**src/fetch_prog.hex**
```
// One 32-bit instruction word per line, word address 0 to 23
// Words 16 to 19 sit in the protected range and answer with a page fault
9c200001
9c400002
9c600003
e0811000
e0a21800
d4010800
84610000
bc030005
10000004
9c630001
e1031000
18800000
a8840100
d4041800
44004800
9c210004
deadc0de
badf00d1
c001d00d
0badcafe
9ca00010
e0c52800
07fffffe
9c210008

```
**src/fetch_pkg.sv**
```systemverilog
// Shared constants and types for the fetch front end
// Memory image is fixed at IMEM_WORDS words, one exception vector only
package fetch_pkg;

	////////////////////
	// Fetch addresses
	////////////////////

	// First fetch after reset
	localparam logic [31:0] RESET_PC   = 32'h0000_0000;
	// Redirect target on flush
	localparam logic [31:0] EXC_VECTOR = 32'h0000_0040;

	////////////////////
	// Memory map
	////////////////////

	localparam int IMEM_WORDS = 24;
	// Word index width into the array
	localparam int IMEM_AW    = $clog2(IMEM_WORDS);
	// Protected word range, page fault on fetch
	localparam logic [31:0] PROT_BASE  = 32'd16;
	localparam logic [31:0] PROT_LIMIT = 32'd19;
	// Set on an unmapped page
	localparam int UNMAP_BIT  = 31;

	// Response tags, no error / TLB miss / page fault / bus error
	localparam logic [3:0] ITAG_NI = 4'h0;
	localparam logic [3:0] ITAG_TE = 4'hd;
	localparam logic [3:0] ITAG_PE = 4'hc;
	localparam logic [3:0] ITAG_BE = 4'hb;

	////////////////////
	// Instruction encodings
	////////////////////

	typedef enum logic [5:0] {
		OPC_NOP = 6'h05
	} opcode_e;

	// Inserted on flush, rfe and exhausted delay slot
	localparam logic [31:0] NOP_FLUSH = {OPC_NOP, 26'h041_0000};
	// Shown while nothing is fetched
	localparam logic [31:0] NOP_EMPTY = {OPC_NOP, 26'h061_0000};

	// Memory responder state
	typedef enum logic {
		MEM_IDLE,
		MEM_RESP
	} mem_state_e;

	// Fetch error cause, one hot flags decoded from it
	typedef enum logic [1:0] {
		ERR_NONE,
		ERR_TLBMISS,
		ERR_PAGEFAULT,
		ERR_BUSERR
	} fetch_err_e;

endpackage

```
**src/fetch_icpu_if.sv**
```systemverilog
// Fetch bus between PC generator, memory and fetch stage
// adr must stay stable until ack or err; exactly one of them per answer
`timescale 1ns/1ns

interface fetch_icpu_if;

	// Fetch address from the PC generator
	logic [31:0] adr;
	// Response from the memory
	logic [31:0] dat;
	logic        ack;
	logic        err;
	// Error tag, valid with err
	logic [3:0]  tag;

	// PC generator side
	modport pcgen (
		output adr,
		input  ack,
		input  err
	);

	// Memory side
	modport mem (
		input  adr,
		output dat,
		output ack,
		output err,
		output tag
	);

	// Fetch stage only observes
	modport fetch (
		input adr,
		input dat,
		input ack,
		input err,
		input tag
	);

endinterface

```
**src/fetch_pc_gen.sv**
```systemverilog
// Program counter, always word aligned
// Flush beats branch beats advance; redirects also act under freeze
`timescale 1ns/1ns

module fetch_pc_gen import fetch_pkg::*; (
	input  logic         clk,
	input  logic         rst_i,
	input  logic         freeze_i,
	input  logic         flush_i,
	input  logic         branch_i,
	input  logic [31:0]  branch_target_i,
	fetch_icpu_if.pcgen  icpu
);

	// Current fetch address
	logic [31:0] adr_q;
	logic [31:0] adr_next;
	// Response for adr_q already taken while frozen
	logic        resp_held;
	// Response on the bus this cycle
	logic        resp;
	logic        advance;
	logic        redirect;

	assign resp     = icpu.ack | icpu.err;
	assign redirect = flush_i | branch_i;

	// Move on after a live answer, or once freeze drops
	// with the answer already kept by the fetch stage
	assign advance = !freeze_i & (resp | resp_held);

	////////////////////
	// Next address
	////////////////////

	always_comb begin
		if (flush_i) begin
			adr_next = EXC_VECTOR;
		end else if (branch_i) begin
			// Drop the byte offset of the target
			adr_next = {branch_target_i[31:2], 2'b00};
		end else if (advance) begin
			adr_next = adr_q + 32'd4;
		end else begin
			// Hold for freeze or pending answer
			adr_next = adr_q;
		end
	end

	always_ff @(posedge clk) begin
		if (rst_i) begin
			adr_q <= RESET_PC;
		end else begin
			adr_q <= adr_next;
		end
	end

	////////////////////
	// Answer seen under freeze
	////////////////////

	// Repeated answers for a held address are not counted again
	always_ff @(posedge clk) begin
		if (rst_i) begin
			resp_held <= 1'b0;
		end else if (redirect | advance) begin
			resp_held <= 1'b0;
		end else if (resp & freeze_i) begin
			resp_held <= 1'b1;
		end
	end

	assign icpu.adr = adr_q;

endmodule

```
**src/fetch_imem.sv**
```systemverilog
// Instruction memory, one wait cycle, image from fetch_prog.hex
// A changed address during a response is resampled, not answered
`timescale 1ns/1ns

module fetch_imem import fetch_pkg::*; (
	input  logic       clk,
	input  logic       rst_i,
	fetch_icpu_if.mem  icpu
);

	logic [31:0] mem [IMEM_WORDS];

	mem_state_e  state_q;
	// Address under service
	logic [31:0] adr_q;
	// Word address of adr_q, zero extended
	logic [31:0] word_adr;
	logic        adr_hit;
	logic        respond;
	logic        is_te;
	logic        is_pe;
	logic        is_be;
	logic        is_err;

	initial begin
		$readmemh("/design/src/fetch_prog.hex", mem);
	end

	////////////////////
	// Request tracking
	////////////////////

	// Bus still shows the address being answered
	assign adr_hit = (icpu.adr == adr_q);
	assign respond = (state_q == MEM_RESP) & adr_hit;

	always_ff @(posedge clk) begin
		if (rst_i) begin
			state_q <= MEM_IDLE;
		end else begin
			case (state_q)
				MEM_IDLE: state_q <= MEM_RESP;
				// Stay on a redirect, answer the new address next
				MEM_RESP: begin
					if (adr_hit) begin
						state_q <= MEM_IDLE;
					end
				end
				default: state_q <= MEM_IDLE;
			endcase
		end
	end

	// Sample in idle, resample when the address moved
	always_ff @(posedge clk) begin
		if ((state_q == MEM_IDLE) || !adr_hit) begin
			adr_q <= icpu.adr;
		end
	end

	////////////////////
	// Address checks
	////////////////////

	assign word_adr = {2'b00, adr_q[31:2]};

	// Unmapped page
	assign is_te  = adr_q[UNMAP_BIT];
	// Protected words
	assign is_pe  = (word_adr >= PROT_BASE) && (word_adr <= PROT_LIMIT);
	// Past the end of the image
	assign is_be  = (word_adr >= IMEM_WORDS);
	assign is_err = is_te | is_pe | is_be;

	assign icpu.ack = respond & !is_err;
	assign icpu.err = respond & is_err;

	// Tag by priority, TLB miss first
	always_comb begin
		if (!icpu.err) begin
			icpu.tag = ITAG_NI;
		end else if (is_te) begin
			icpu.tag = ITAG_TE;
		end else if (is_pe) begin
			icpu.tag = ITAG_PE;
		end else begin
			icpu.tag = ITAG_BE;
		end
	end

	// Index is in range whenever ack is high
	assign icpu.dat = icpu.ack ? mem[adr_q[IMEM_AW+1:2]] : 32'h0000_0000;

endmodule

```
**src/fetch_if_stage.sv**
```systemverilog
// Fetch stage, keeps first answer under freeze until freeze drops
// Flush starts bypass until the next answer; flags masked by no_more_dslot
`timescale 1ns/1ns

module fetch_if_stage import fetch_pkg::*; (
	input  logic         clk,
	input  logic         rst_i,
	input  logic         freeze_i,
	input  logic         flush_i,
	input  logic         no_more_dslot_i,
	input  logic         rfe_i,
	fetch_icpu_if.fetch  icpu,
	output logic [31:0]  insn_o,
	output logic [31:0]  pc_o,
	output logic         stall_o,
	output logic         saving_o,
	output logic         except_itlbmiss_o,
	output logic         except_immufault_o,
	output logic         except_ibuserr_o
);

	logic        resp;
	logic        save_insn;
	logic        bypass;
	logic        bypass_q;
	logic        saved;
	logic [31:0] insn_saved;
	logic [31:0] addr_saved;
	fetch_err_e  err_saved;
	// Cause of the live answer
	fetch_err_e  err_cause;
	// Cause shown at the outputs
	fetch_err_e  err_sel;

	assign resp = icpu.ack | icpu.err;

	// First answer under freeze only
	assign save_insn = resp & freeze_i & !saved;
	assign saving_o  = !flush_i & save_insn;

	////////////////////
	// Bypass after flush
	////////////////////

	// Ends on the first answer after the flush edge
	assign bypass = flush_i | (bypass_q & !resp);

	always_ff @(posedge clk) begin
		if (rst_i) begin
			bypass_q <= 1'b0;
		end else begin
			bypass_q <= bypass;
		end
	end

	// Tag decode
	always_comb begin
		if (!icpu.err) begin
			err_cause = ERR_NONE;
		end else begin
			case (icpu.tag)
				ITAG_TE: err_cause = ERR_TLBMISS;
				ITAG_PE: err_cause = ERR_PAGEFAULT;
				ITAG_BE: err_cause = ERR_BUSERR;
				default: err_cause = ERR_NONE;
			endcase
		end
	end

	////////////////////
	// Saved answer
	////////////////////

	always_ff @(posedge clk) begin
		if (rst_i) begin
			saved <= 1'b0;
		end else if (flush_i) begin
			saved <= 1'b0;
		end else if (save_insn) begin
			saved <= 1'b1;
		end else if (!freeze_i) begin
			saved <= 1'b0;
		end
	end

	// Only read while saved is set
	always_ff @(posedge clk) begin
		if (save_insn) begin
			// Errored fetch keeps a NOP in place of data
			insn_saved <= icpu.err ? NOP_FLUSH : icpu.dat;
			addr_saved <= {icpu.adr[31:2], 2'b00};
			err_saved  <= err_cause;
		end
	end

	////////////////////
	// Outputs
	////////////////////

	always_comb begin
		if (no_more_dslot_i | rfe_i | bypass) begin
			insn_o = NOP_FLUSH;
		end else if (saved) begin
			insn_o = insn_saved;
		end else if (icpu.ack) begin
			insn_o = icpu.dat;
		end else begin
			insn_o = NOP_EMPTY;
		end
	end

	assign pc_o    = saved ? addr_saved : {icpu.adr[31:2], 2'b00};
	assign stall_o = !resp & !saved;

	assign err_sel = saved ? err_saved : err_cause;

	// No exception from a fetch that may not issue
	assign except_itlbmiss_o  = !no_more_dslot_i & (err_sel == ERR_TLBMISS);
	assign except_immufault_o = !no_more_dslot_i & (err_sel == ERR_PAGEFAULT);
	assign except_ibuserr_o   = !no_more_dslot_i & (err_sel == ERR_BUSERR);

endmodule

```
**src/fetch_top.sv**
```systemverilog
// Fetch front end, PC generator, memory and fetch stage
// Outputs come straight from the fetch stage, no extra register
`timescale 1ns/1ns

module fetch_top (
	input  logic        clk,
	input  logic        rst_i,
	input  logic        freeze_i,
	input  logic        flush_i,
	input  logic        branch_i,
	input  logic [31:0] branch_target_i,
	input  logic        no_more_dslot_i,
	input  logic        rfe_i,
	output logic [31:0] insn_o,
	output logic [31:0] pc_o,
	output logic        stall_o,
	output logic        saving_o,
	output logic        except_itlbmiss_o,
	output logic        except_immufault_o,
	output logic        except_ibuserr_o
);

	// Fetch bus
	fetch_icpu_if icpu_bus ();

	// Address source
	fetch_pc_gen pc_gen_inst (
		.clk             (clk),
		.rst_i           (rst_i),
		.freeze_i        (freeze_i),
		.flush_i         (flush_i),
		.branch_i        (branch_i),
		.branch_target_i (branch_target_i),
		.icpu            (icpu_bus.pcgen)
	);

	// Responder
	fetch_imem imem_inst (
		.clk   (clk),
		.rst_i (rst_i),
		.icpu  (icpu_bus.mem)
	);

	// Pipeline side
	fetch_if_stage if_stage_inst (
		.clk                (clk),
		.rst_i              (rst_i),
		.freeze_i           (freeze_i),
		.flush_i            (flush_i),
		.no_more_dslot_i    (no_more_dslot_i),
		.rfe_i              (rfe_i),
		.icpu               (icpu_bus.fetch),
		.insn_o             (insn_o),
		.pc_o               (pc_o),
		.stall_o            (stall_o),
		.saving_o           (saving_o),
		.except_itlbmiss_o  (except_itlbmiss_o),
		.except_immufault_o (except_immufault_o),
		.except_ibuserr_o   (except_ibuserr_o)
	);

endmodule

```
**config.mk**
```make
export PLATFORM = sky130hd
export DESIGN_NAME = fetch_top
export DESIGN_NICKNAME = d
export VERILOG_FILES = /design/src/fetch_pkg.sv /design/src/fetch_icpu_if.sv /design/src/fetch_pc_gen.sv /design/src/fetch_imem.sv /design/src/fetch_if_stage.sv /design/src/fetch_top.sv
export SDC_FILE = /design/constraint.sdc
export NUM_CORES = 1
export LEC_CHECK = 0
export BUFFER_PORTS_ARGS = -buffer_cell sky130_fd_sc_hd__buf_2
export CORE_MARGIN = 2
export CORE_UTILIZATION = 55
export CTS_CLUSTER_DIAMETER = 120
export DETAILED_ROUTE_END_ITERATION = 16
export PLACE_DENSITY_LB_ADDON = 0.3
export RECOVER_POWER = 50
export SYNTH_ARGS = -nofsm -noshare
export SYNTH_HDL_FRONTEND = slang
export SYNTH_SLANG_ARGS = --single-unit
```
**constraint.sdc**
```tcl
create_clock -name clk -period 5.9 [get_ports clk]
set_clock_uncertainty 0.1 [all_clocks]
set_input_delay 0.59 -clock clk [delete_from_list [all_inputs] [get_ports clk]]
set_output_delay 0.59 -clock clk [all_outputs]
set_load 0.01 [all_outputs]
```
# Word level (Yosys, flattened, before mapping)
# Index checks and enable logic that the tools add are counted.
dict set report word_totals {
  register_bits 132
  inputBits 39
  output_inout_bits 69
  wordCells 77
}
dict set report classes {
  addsub 1
  magnitude_cmp 3
  eq_ne 8
  n_mux 18
  n_bitwise 22
  reduce_logical 14
}
# cell n
set op_table {}
lappend op_table {{32-bit two-way mux} 7}
lappend op_table {{30-bit by 5-bit >= comparator with 1-bit output, second input constant} 2}
lappend op_table {{32-bit by 3-bit adder with 32-bit output, second input constant} 1}
lappend op_table {{32-bit == test} 1}
lappend op_table {{30-bit by 5-bit <= comparator with 1-bit output, second input constant} 1}
lappend op_table {{1-bit bitwise AND} 12}
lappend op_table {{4-bit == test, second input constant} 3}
lappend op_table {{1-bit OR} 9}
lappend op_table {{4-bit two-way mux} 2}
lappend op_table {{1-bit logical NOT} 7}
lappend op_table {{7-bit two-way mux} 1}
lappend op_table {{2-bit case mux with 3 select lines} 1}
lappend op_table {{2-bit == test, second input constant} 2}
lappend op_table {{2-bit two-way mux} 2}
lappend op_table {{2-bit OR reduction} 2}
lappend op_table {{1-bit two-way mux} 3}
lappend op_table {{3-bit two-way mux} 1}
lappend op_table {{3-bit nonzero test} 1}
lappend op_table {{3-bit OR reduction} 1}
lappend op_table {{2-bit by 1-bit == test with 1-bit output, second input constant} 1}
lappend op_table {{2-bit by 1-bit != test with 1-bit output, second input constant} 1}
lappend op_table {{1-bit case mux with 2 select lines} 1}
lappend op_table {{2-bit nonzero test} 1}
lappend op_table {{1-bit logical AND} 1}
lappend op_table {{other kinds (2)} 2}

# Longest topological paths before layout
dict set report logic_depth {
  depth_word 12
  depth_mapped 10
}

# Hierarchy
# From an unflattened synthesis, not the netlist that was laid out.
dict set report hier_totals {
  hier_cells 590
  area_unflattened_um2 6721.4
}
# mod instances cells_per_inst area_each_um2 seq_area_each_um2
set by_module_without_submodules {}
lappend by_module_without_submodules {fetch_if_stage 1 240 3161.8 1961.9}
lappend by_module_without_submodules {fetch_pc_gen 1 215 1805.5 620.6}
lappend by_module_without_submodules {fetch_imem 1 135 1754.2 980.9}

# Least setup slack after synthesis
# No wires, ideal clock.
dict set report synth_timing {
  path_type {register to output}
  start {register pc_gen_inst.adr_q[28] (netlist: pc_gen_inst.icpu.adr[28])}
  end {output saving_o}
  arrival_ns 4.901
  slack_ns 0.309
  path_stages_with_launch 8
  path_cell_list {dfxtp_1 -> clkbuf_1 -> xnor2_1 -> nand4_1 -> nor4_4 -> nand2_1 -> nor3b_1 -> nor2b_1}
}
dict set report synth_between {
  elab_chain_len 7
}
# element line
set synth_lines {}
lappend synth_lines {{from (decl)} fetch_pc_gen.sv:16} ;# logic [31:0] adr_q;
lappend synth_lines {{from (signal assigned)} fetch_pc_gen.sv:54} ;# adr_q <= adr_next;
lappend synth_lines {{32-bit == test *} fetch_imem.sv:34} ;# assign adr_hit = (icpu.adr == adr_q);
lappend synth_lines {{1-bit bitwise AND *} fetch_imem.sv:35} ;# assign respond = (state_q == MEM_RESP) & adr_hit;
lappend synth_lines {{1-bit bitwise AND (on tied branches)} {fetch_imem.sv:75, fetch_imem.sv:76}}
lappend synth_lines {{1-bit OR *} fetch_if_stage.sv:35} ;# assign resp = icpu.ack | icpu.err;
lappend synth_lines {{1-bit bitwise AND * (2 in a row)} fetch_if_stage.sv:38} ;# assign save_insn = resp & freeze_i & !saved;
lappend synth_lines {{named net if_stage_inst.save_insn} fetch_if_stage.sv:23} ;# logic save_insn;
lappend synth_lines {{1-bit bitwise AND *} fetch_if_stage.sv:39} ;# assign saving_o = !flush_i & save_insn;
lappend synth_lines {{to (decl)} fetch_top.sv:17} ;# output logic saving_o,
# Mark *: on every way through the listed nets, which the timed path passes. The rest lies on a longest branch.

# Worst setup path after layout
dict set report layout_timing {
  start {register pc_gen_inst.adr_q[17] (netlist: pc_gen_inst.icpu.adr[17])}
  end {output except_ibuserr_o}
}
dict set report layout_between {
  elab_chain_len 10
}
# element line
set layout_lines {}
lappend layout_lines {{32-bit == test *} fetch_imem.sv:34}
lappend layout_lines {{1-bit bitwise AND *} fetch_imem.sv:35}
lappend layout_lines {{1-bit bitwise AND *} fetch_imem.sv:76} ;# assign icpu.err = respond & is_err;
lappend layout_lines {{4-bit two-way mux} fetch_imem.sv:80} ;# if (!icpu.err) begin
lappend layout_lines {{4-bit == test} fetch_if_stage.sv:61} ;# case (icpu.tag)
lappend layout_lines {{2-bit case mux with 3 select lines} fetch_if_stage.sv:61}
lappend layout_lines {{2-bit two-way mux *} fetch_if_stage.sv:58} ;# if (!icpu.err) begin
lappend layout_lines {{2-bit two-way mux *} fetch_if_stage.sv:115} ;# assign err_sel = saved ? err_saved : err_cause;
lappend layout_lines {{2-bit == test *} fetch_if_stage.sv:120} ;# assign except_ibuserr_o = !no_more_dslot_i & (err_sel == ERR_BUSERR);
lappend layout_lines {{1-bit bitwise AND *} fetch_if_stage.sv:120}
lappend layout_lines {{to (decl)} fetch_top.sv:20} ;# output logic except_ibuserr_o
# Every way passes the cells marked *; elsewhere a longest branch is shown, timed or not.

==> summary.log <==
qor: worst_setup_path.critPathLaunchType flop
qor: synthesis.ys_dominant_reg_cell edfxtp_1
qor: sta.final.setup.tns 0 ps
qor: synthesis.synth_enable_flop_cells 63
qor: worst_setup_path.cp-startpoint pc_gen_inst.icpu.adr[17]
qor: worst_setup_path.path_max_fanout 18
qor: sta.hold_ws 351 ps
qor: routing.wl 9.97 mm
qor: global_route.antenna_violations_before_repair 0
qor: synthesis.yosys_warnings 0
qor: cts.worstSkewPairLatency 360 ps
qor: routing.routedLengthMet1 4.52 mm
qor: cts.cts_resized 0
qor: worst_setup_path.critPathCaptureType output port
qor: sta.max_slew_margin -1.06
qor: die.fp.coreArea 8720 sq um
qor: routing.detail_route.vias_per_cell 5.57
qor: pwr.power_per_cell_area 234 nW/um^2
qor: cts.cts.repair_timing.setup_buffer_count 0
qor: final_layout.post_route_cell_area 5360 sq um
qor: sta.final_hold_viol_count 0
qor: synthesis.yosysUniqueCellTypes 42
qor: synthesis.postSynthCellCount 417
qor: run_status.run_status finished, violations left
qor: routing.first_pass_iteration_count_of_the_detailed_router 4
qor: global_route.grt_max_degree 34
qor: sta.rsz0062_at_grt false
qor: placed_design.buffer_ports.inserted 76
qor: final_layout.drive_above_1_share 0.275
qor: cts.cts.reportedPaths.clkPinSlew 90 ps
qor: routing.post_drt_wl_per_cell 16.7 microns
qor: hold_path.hold_path_class in2reg
qor: die.rows 34
qor: worst_setup_path.ff2ff_setup_slack 1800 ps
qor: cts.numCtsBuffers 9
qor: die.chipHeight 99.0 microns
qor: synthesis.synthDominantAreaCellType edfxtp_1
qor: die.total_i_o_pin_count 108
qor: die.fp.dieArea 9790 sq um
qor: synthesis.async_reset_ff_frac 0
qor: worst_setup_path.endpoint except_ibuserr_o
qor: synthesis.synth_area_per_cell 11.9 sq um
qor: final_layout.utilization 0.615
qor: run_status.violated_checks capacitance limit, slew limit
qor: pwr.vdd_drop_max 0.172 mV
qor: global_route.grt_use_total 0.211
qor: synthesis.synth_area_leaders edfxtp_1 38%, dfxtp_1 14%, xnor2_1 9.7%
qor: final_layout.final_nets 523
qor: placed_design.dp_wirelength 6.84 mm
qor: routing.antenna_violating_nets_post_route 0
qor: die.initial_core_util 0.569
qor: global_route.global_route.overflow_total 0
qor: sta.clock.fmax 0.243 GHz
qor: routing.highest-signal-layer met4
qor: final_layout.multi_input_combinational_cell_area 2080 sq um
qor: worst_setup_path.r2r_cells 7
qor: sta.final_max_slew_viol_count 31
qor: pwr.leakage_power_figure 1.85 nW
qor: cts.max-clock-path-buffers 2
qor: sta.final_min_period_over_clock_period 0.699
qor: hold_path.min_path_cells 2
qor: synthesis.yosysTopAreaCellShare 0.381
qor: sta.worst_pin_slew 3090 ps
qor: worst_setup_path.cp_data_arrival_time 3430 ps
qor: cts.hold_buffers 0
qor: routing.initialDrtViolationCount 168
qor: worst_setup_path.critPathRequiredTime 5210 ps
qor: worst_setup_path.worstReg2RegEnd pc_gen_inst.icpu.adr[2]
qor: final_layout.antenna_cells_inserted 0
qor: final_layout.nFillCells 744
qor: routing.drc 0
qor: sta.report.final.setup_viol 0
qor: routing.met2WireLength 4.75 mm
qor: sta.timing.final.crit_period 4120 ps
qor: final_layout.area_growth_syn_to_layout 8.10%
qor: routing.vias 3,317
qor: worst_setup_path.worstReg2RegStart imem_inst.adr_q[31]
qor: synthesis.synth.yosys.seq_area_share 0.519
qor: final_layout.ff_latch_area 2570 sq um
qor: cts.clkSinkCount 97
qor: worst_setup_path.crit_path_category reg2out
qor: job.timing.max_cap.violations 1
qor: cts.cts_tree built
qor: cts.max_h_tree_level 3
qor: global_route.grt_pass1_wl 16.2 mm
qor: die.chipWidth 99.0 microns
qor: synthesis.post_synth_instance_area 4960 sq um
qor: global_route.number_of_global_route_vias_before_repair 3,232
qor: placed_design.place.gp.congestion 0.838
qor: routing.routed-wl-met3 572 microns
qor: placed_design.detailed_place.area 5260 sq um
qor: cts.root_buffer clkbuf_8
qor: synthesis.ys_seq_elements 97
## cells by family (layout without fill, tap and decap cells)
logic type                 Yosys count  in the layout  synth area share
DFF                                 97             97             0.519
xor gates and xnor gates            58             58             0.105
buffers and inverters               57            100            0.0764
other                                1             29          0.000756
adders and majority gates            1              1           0.00252
AOI/OAI and AO/OA                   67             67            0.0716
muxes                               31             31            0.0699
and+or+nand+nor                    105            105             0.155
## synthesized netlist by cell type, types with 3 or more instances
library cell and instances:
edfxtp_1 63, xnor2_1 55, dfxtp_1 34, a21oi_1 32
buf_4 32, mux2_2 29, o21ai_0 29, nand4_1 15
clkbuf_1 14, nand2_1 14, nor2_1 14, nand3_1 8
nor4_2 8, nor4b_2 8, nor4_1 7, buf_6 6
nor3_1 6, nor3_2 5, and4_1 4, inv_1 3
nand2b_1 3, nor3b_1 3
## power breakdown
| group | switching [W] | total [W] | internal (W) |
|---|---|---|---|
| Sequential | 0.0000278 | 0.000767 | 0.000739 |
| Combinational | 0.0000602 | 0.000111 | 0.0000505 |
| Clock | 0.000225 | 0.000376 | 0.000151 |
| Total | 0.000313 | 0.00125 | 0.000940 |
## metal layers
layer	up-vias	GRT usage
met5	-	0
met4	0	0.0664
met3	10	0.0511
met2	97	0.335
met1	1603	0.287
li1	1607	-
## registers in the layout, indices dropped and copies added (netlist names)
register	flops
if_stage_inst.addr_saved	30
pc_gen_inst.icpu.adr	30
if_stage_inst.saved	1
if_stage_inst.err_saved	2
imem_inst.state_q	1
if_stage_inst.insn_saved	1
pc_gen_inst.resp_held	1
if_stage_inst.bypass_q	1
imem_inst.adr_q	30
## critical path: stages, from the launching register on
cell and delay, ps:
dfxtp_1 540, xnor2_2 160, nand4_1 150, nor4_1 710, nand2_1 630, o31ai_1 520
nor3b_1 210, buf_2 150
## stage by stage
step / worst slack, ps / power [W] / std cells
global route: 1330 / 0.00130 / 596
finish: 1780 / 0.00125 / 596
global placement: 2470 / 0.000894 / 580
detailed placement: 2420 / 0.000896 / 580
floorplan: 309 / 0.000869 / 445
CTS: 1990 / 0.00126 / 596
## cells in the final DEF, fill, tap and decap left out, types with 4 or more instances in the layout
| cell type | n |
|---|---|
| edfxtp_1 | 63 |
| buf_2 | 62 |
| xnor2_1 | 55 |
| dfxtp_1 | 34 |
| a21oi_1 | 33 |
| mux2_2 | 29 |
| o21ai_0 | 29 |
| conb_1 | 29 |
| nand4_1 | 15 |
| clkbuf_1 | 15 |
| nand2_1 | 14 |
| nor2_1 | 14 |
| nor3_1 | 9 |
| clkbuf_8 | 9 |
| nor4_1 | 8 |
| nand3_1 | 8 |
| nor4_2 | 8 |
| nor4b_2 | 8 |
| buf_4 | 5 |
| and4_1 | 4 |
## layout make-up
class,instances,share of cell area
inverter,3,0.00210
multi-input combinational,291,0.388
tap,108,0.0252
clock buffer,10,0.0238
clock inverter,6,0.00653
timing repair buffer,81,0.0747
sequential,97,0.480
## how the worst min path moves through the flow
stage | to | startpoint | slack (ps)
after floorplan | if_stage_inst.addr_saved[28] | pc_gen_inst.icpu.adr[28] | 320
after global placement | if_stage_inst.bypass_q | if_stage_inst.bypass_q | 380
after detailed placement | if_stage_inst.bypass_q | if_stage_inst.bypass_q | 420
after CTS | pc_gen_inst.resp_held | branch_i | 330
after global routing | pc_gen_inst.resp_held | branch_i | 350
final | pc_gen_inst.resp_held | branch_i | 350
(Power assumes the default switching activity.)
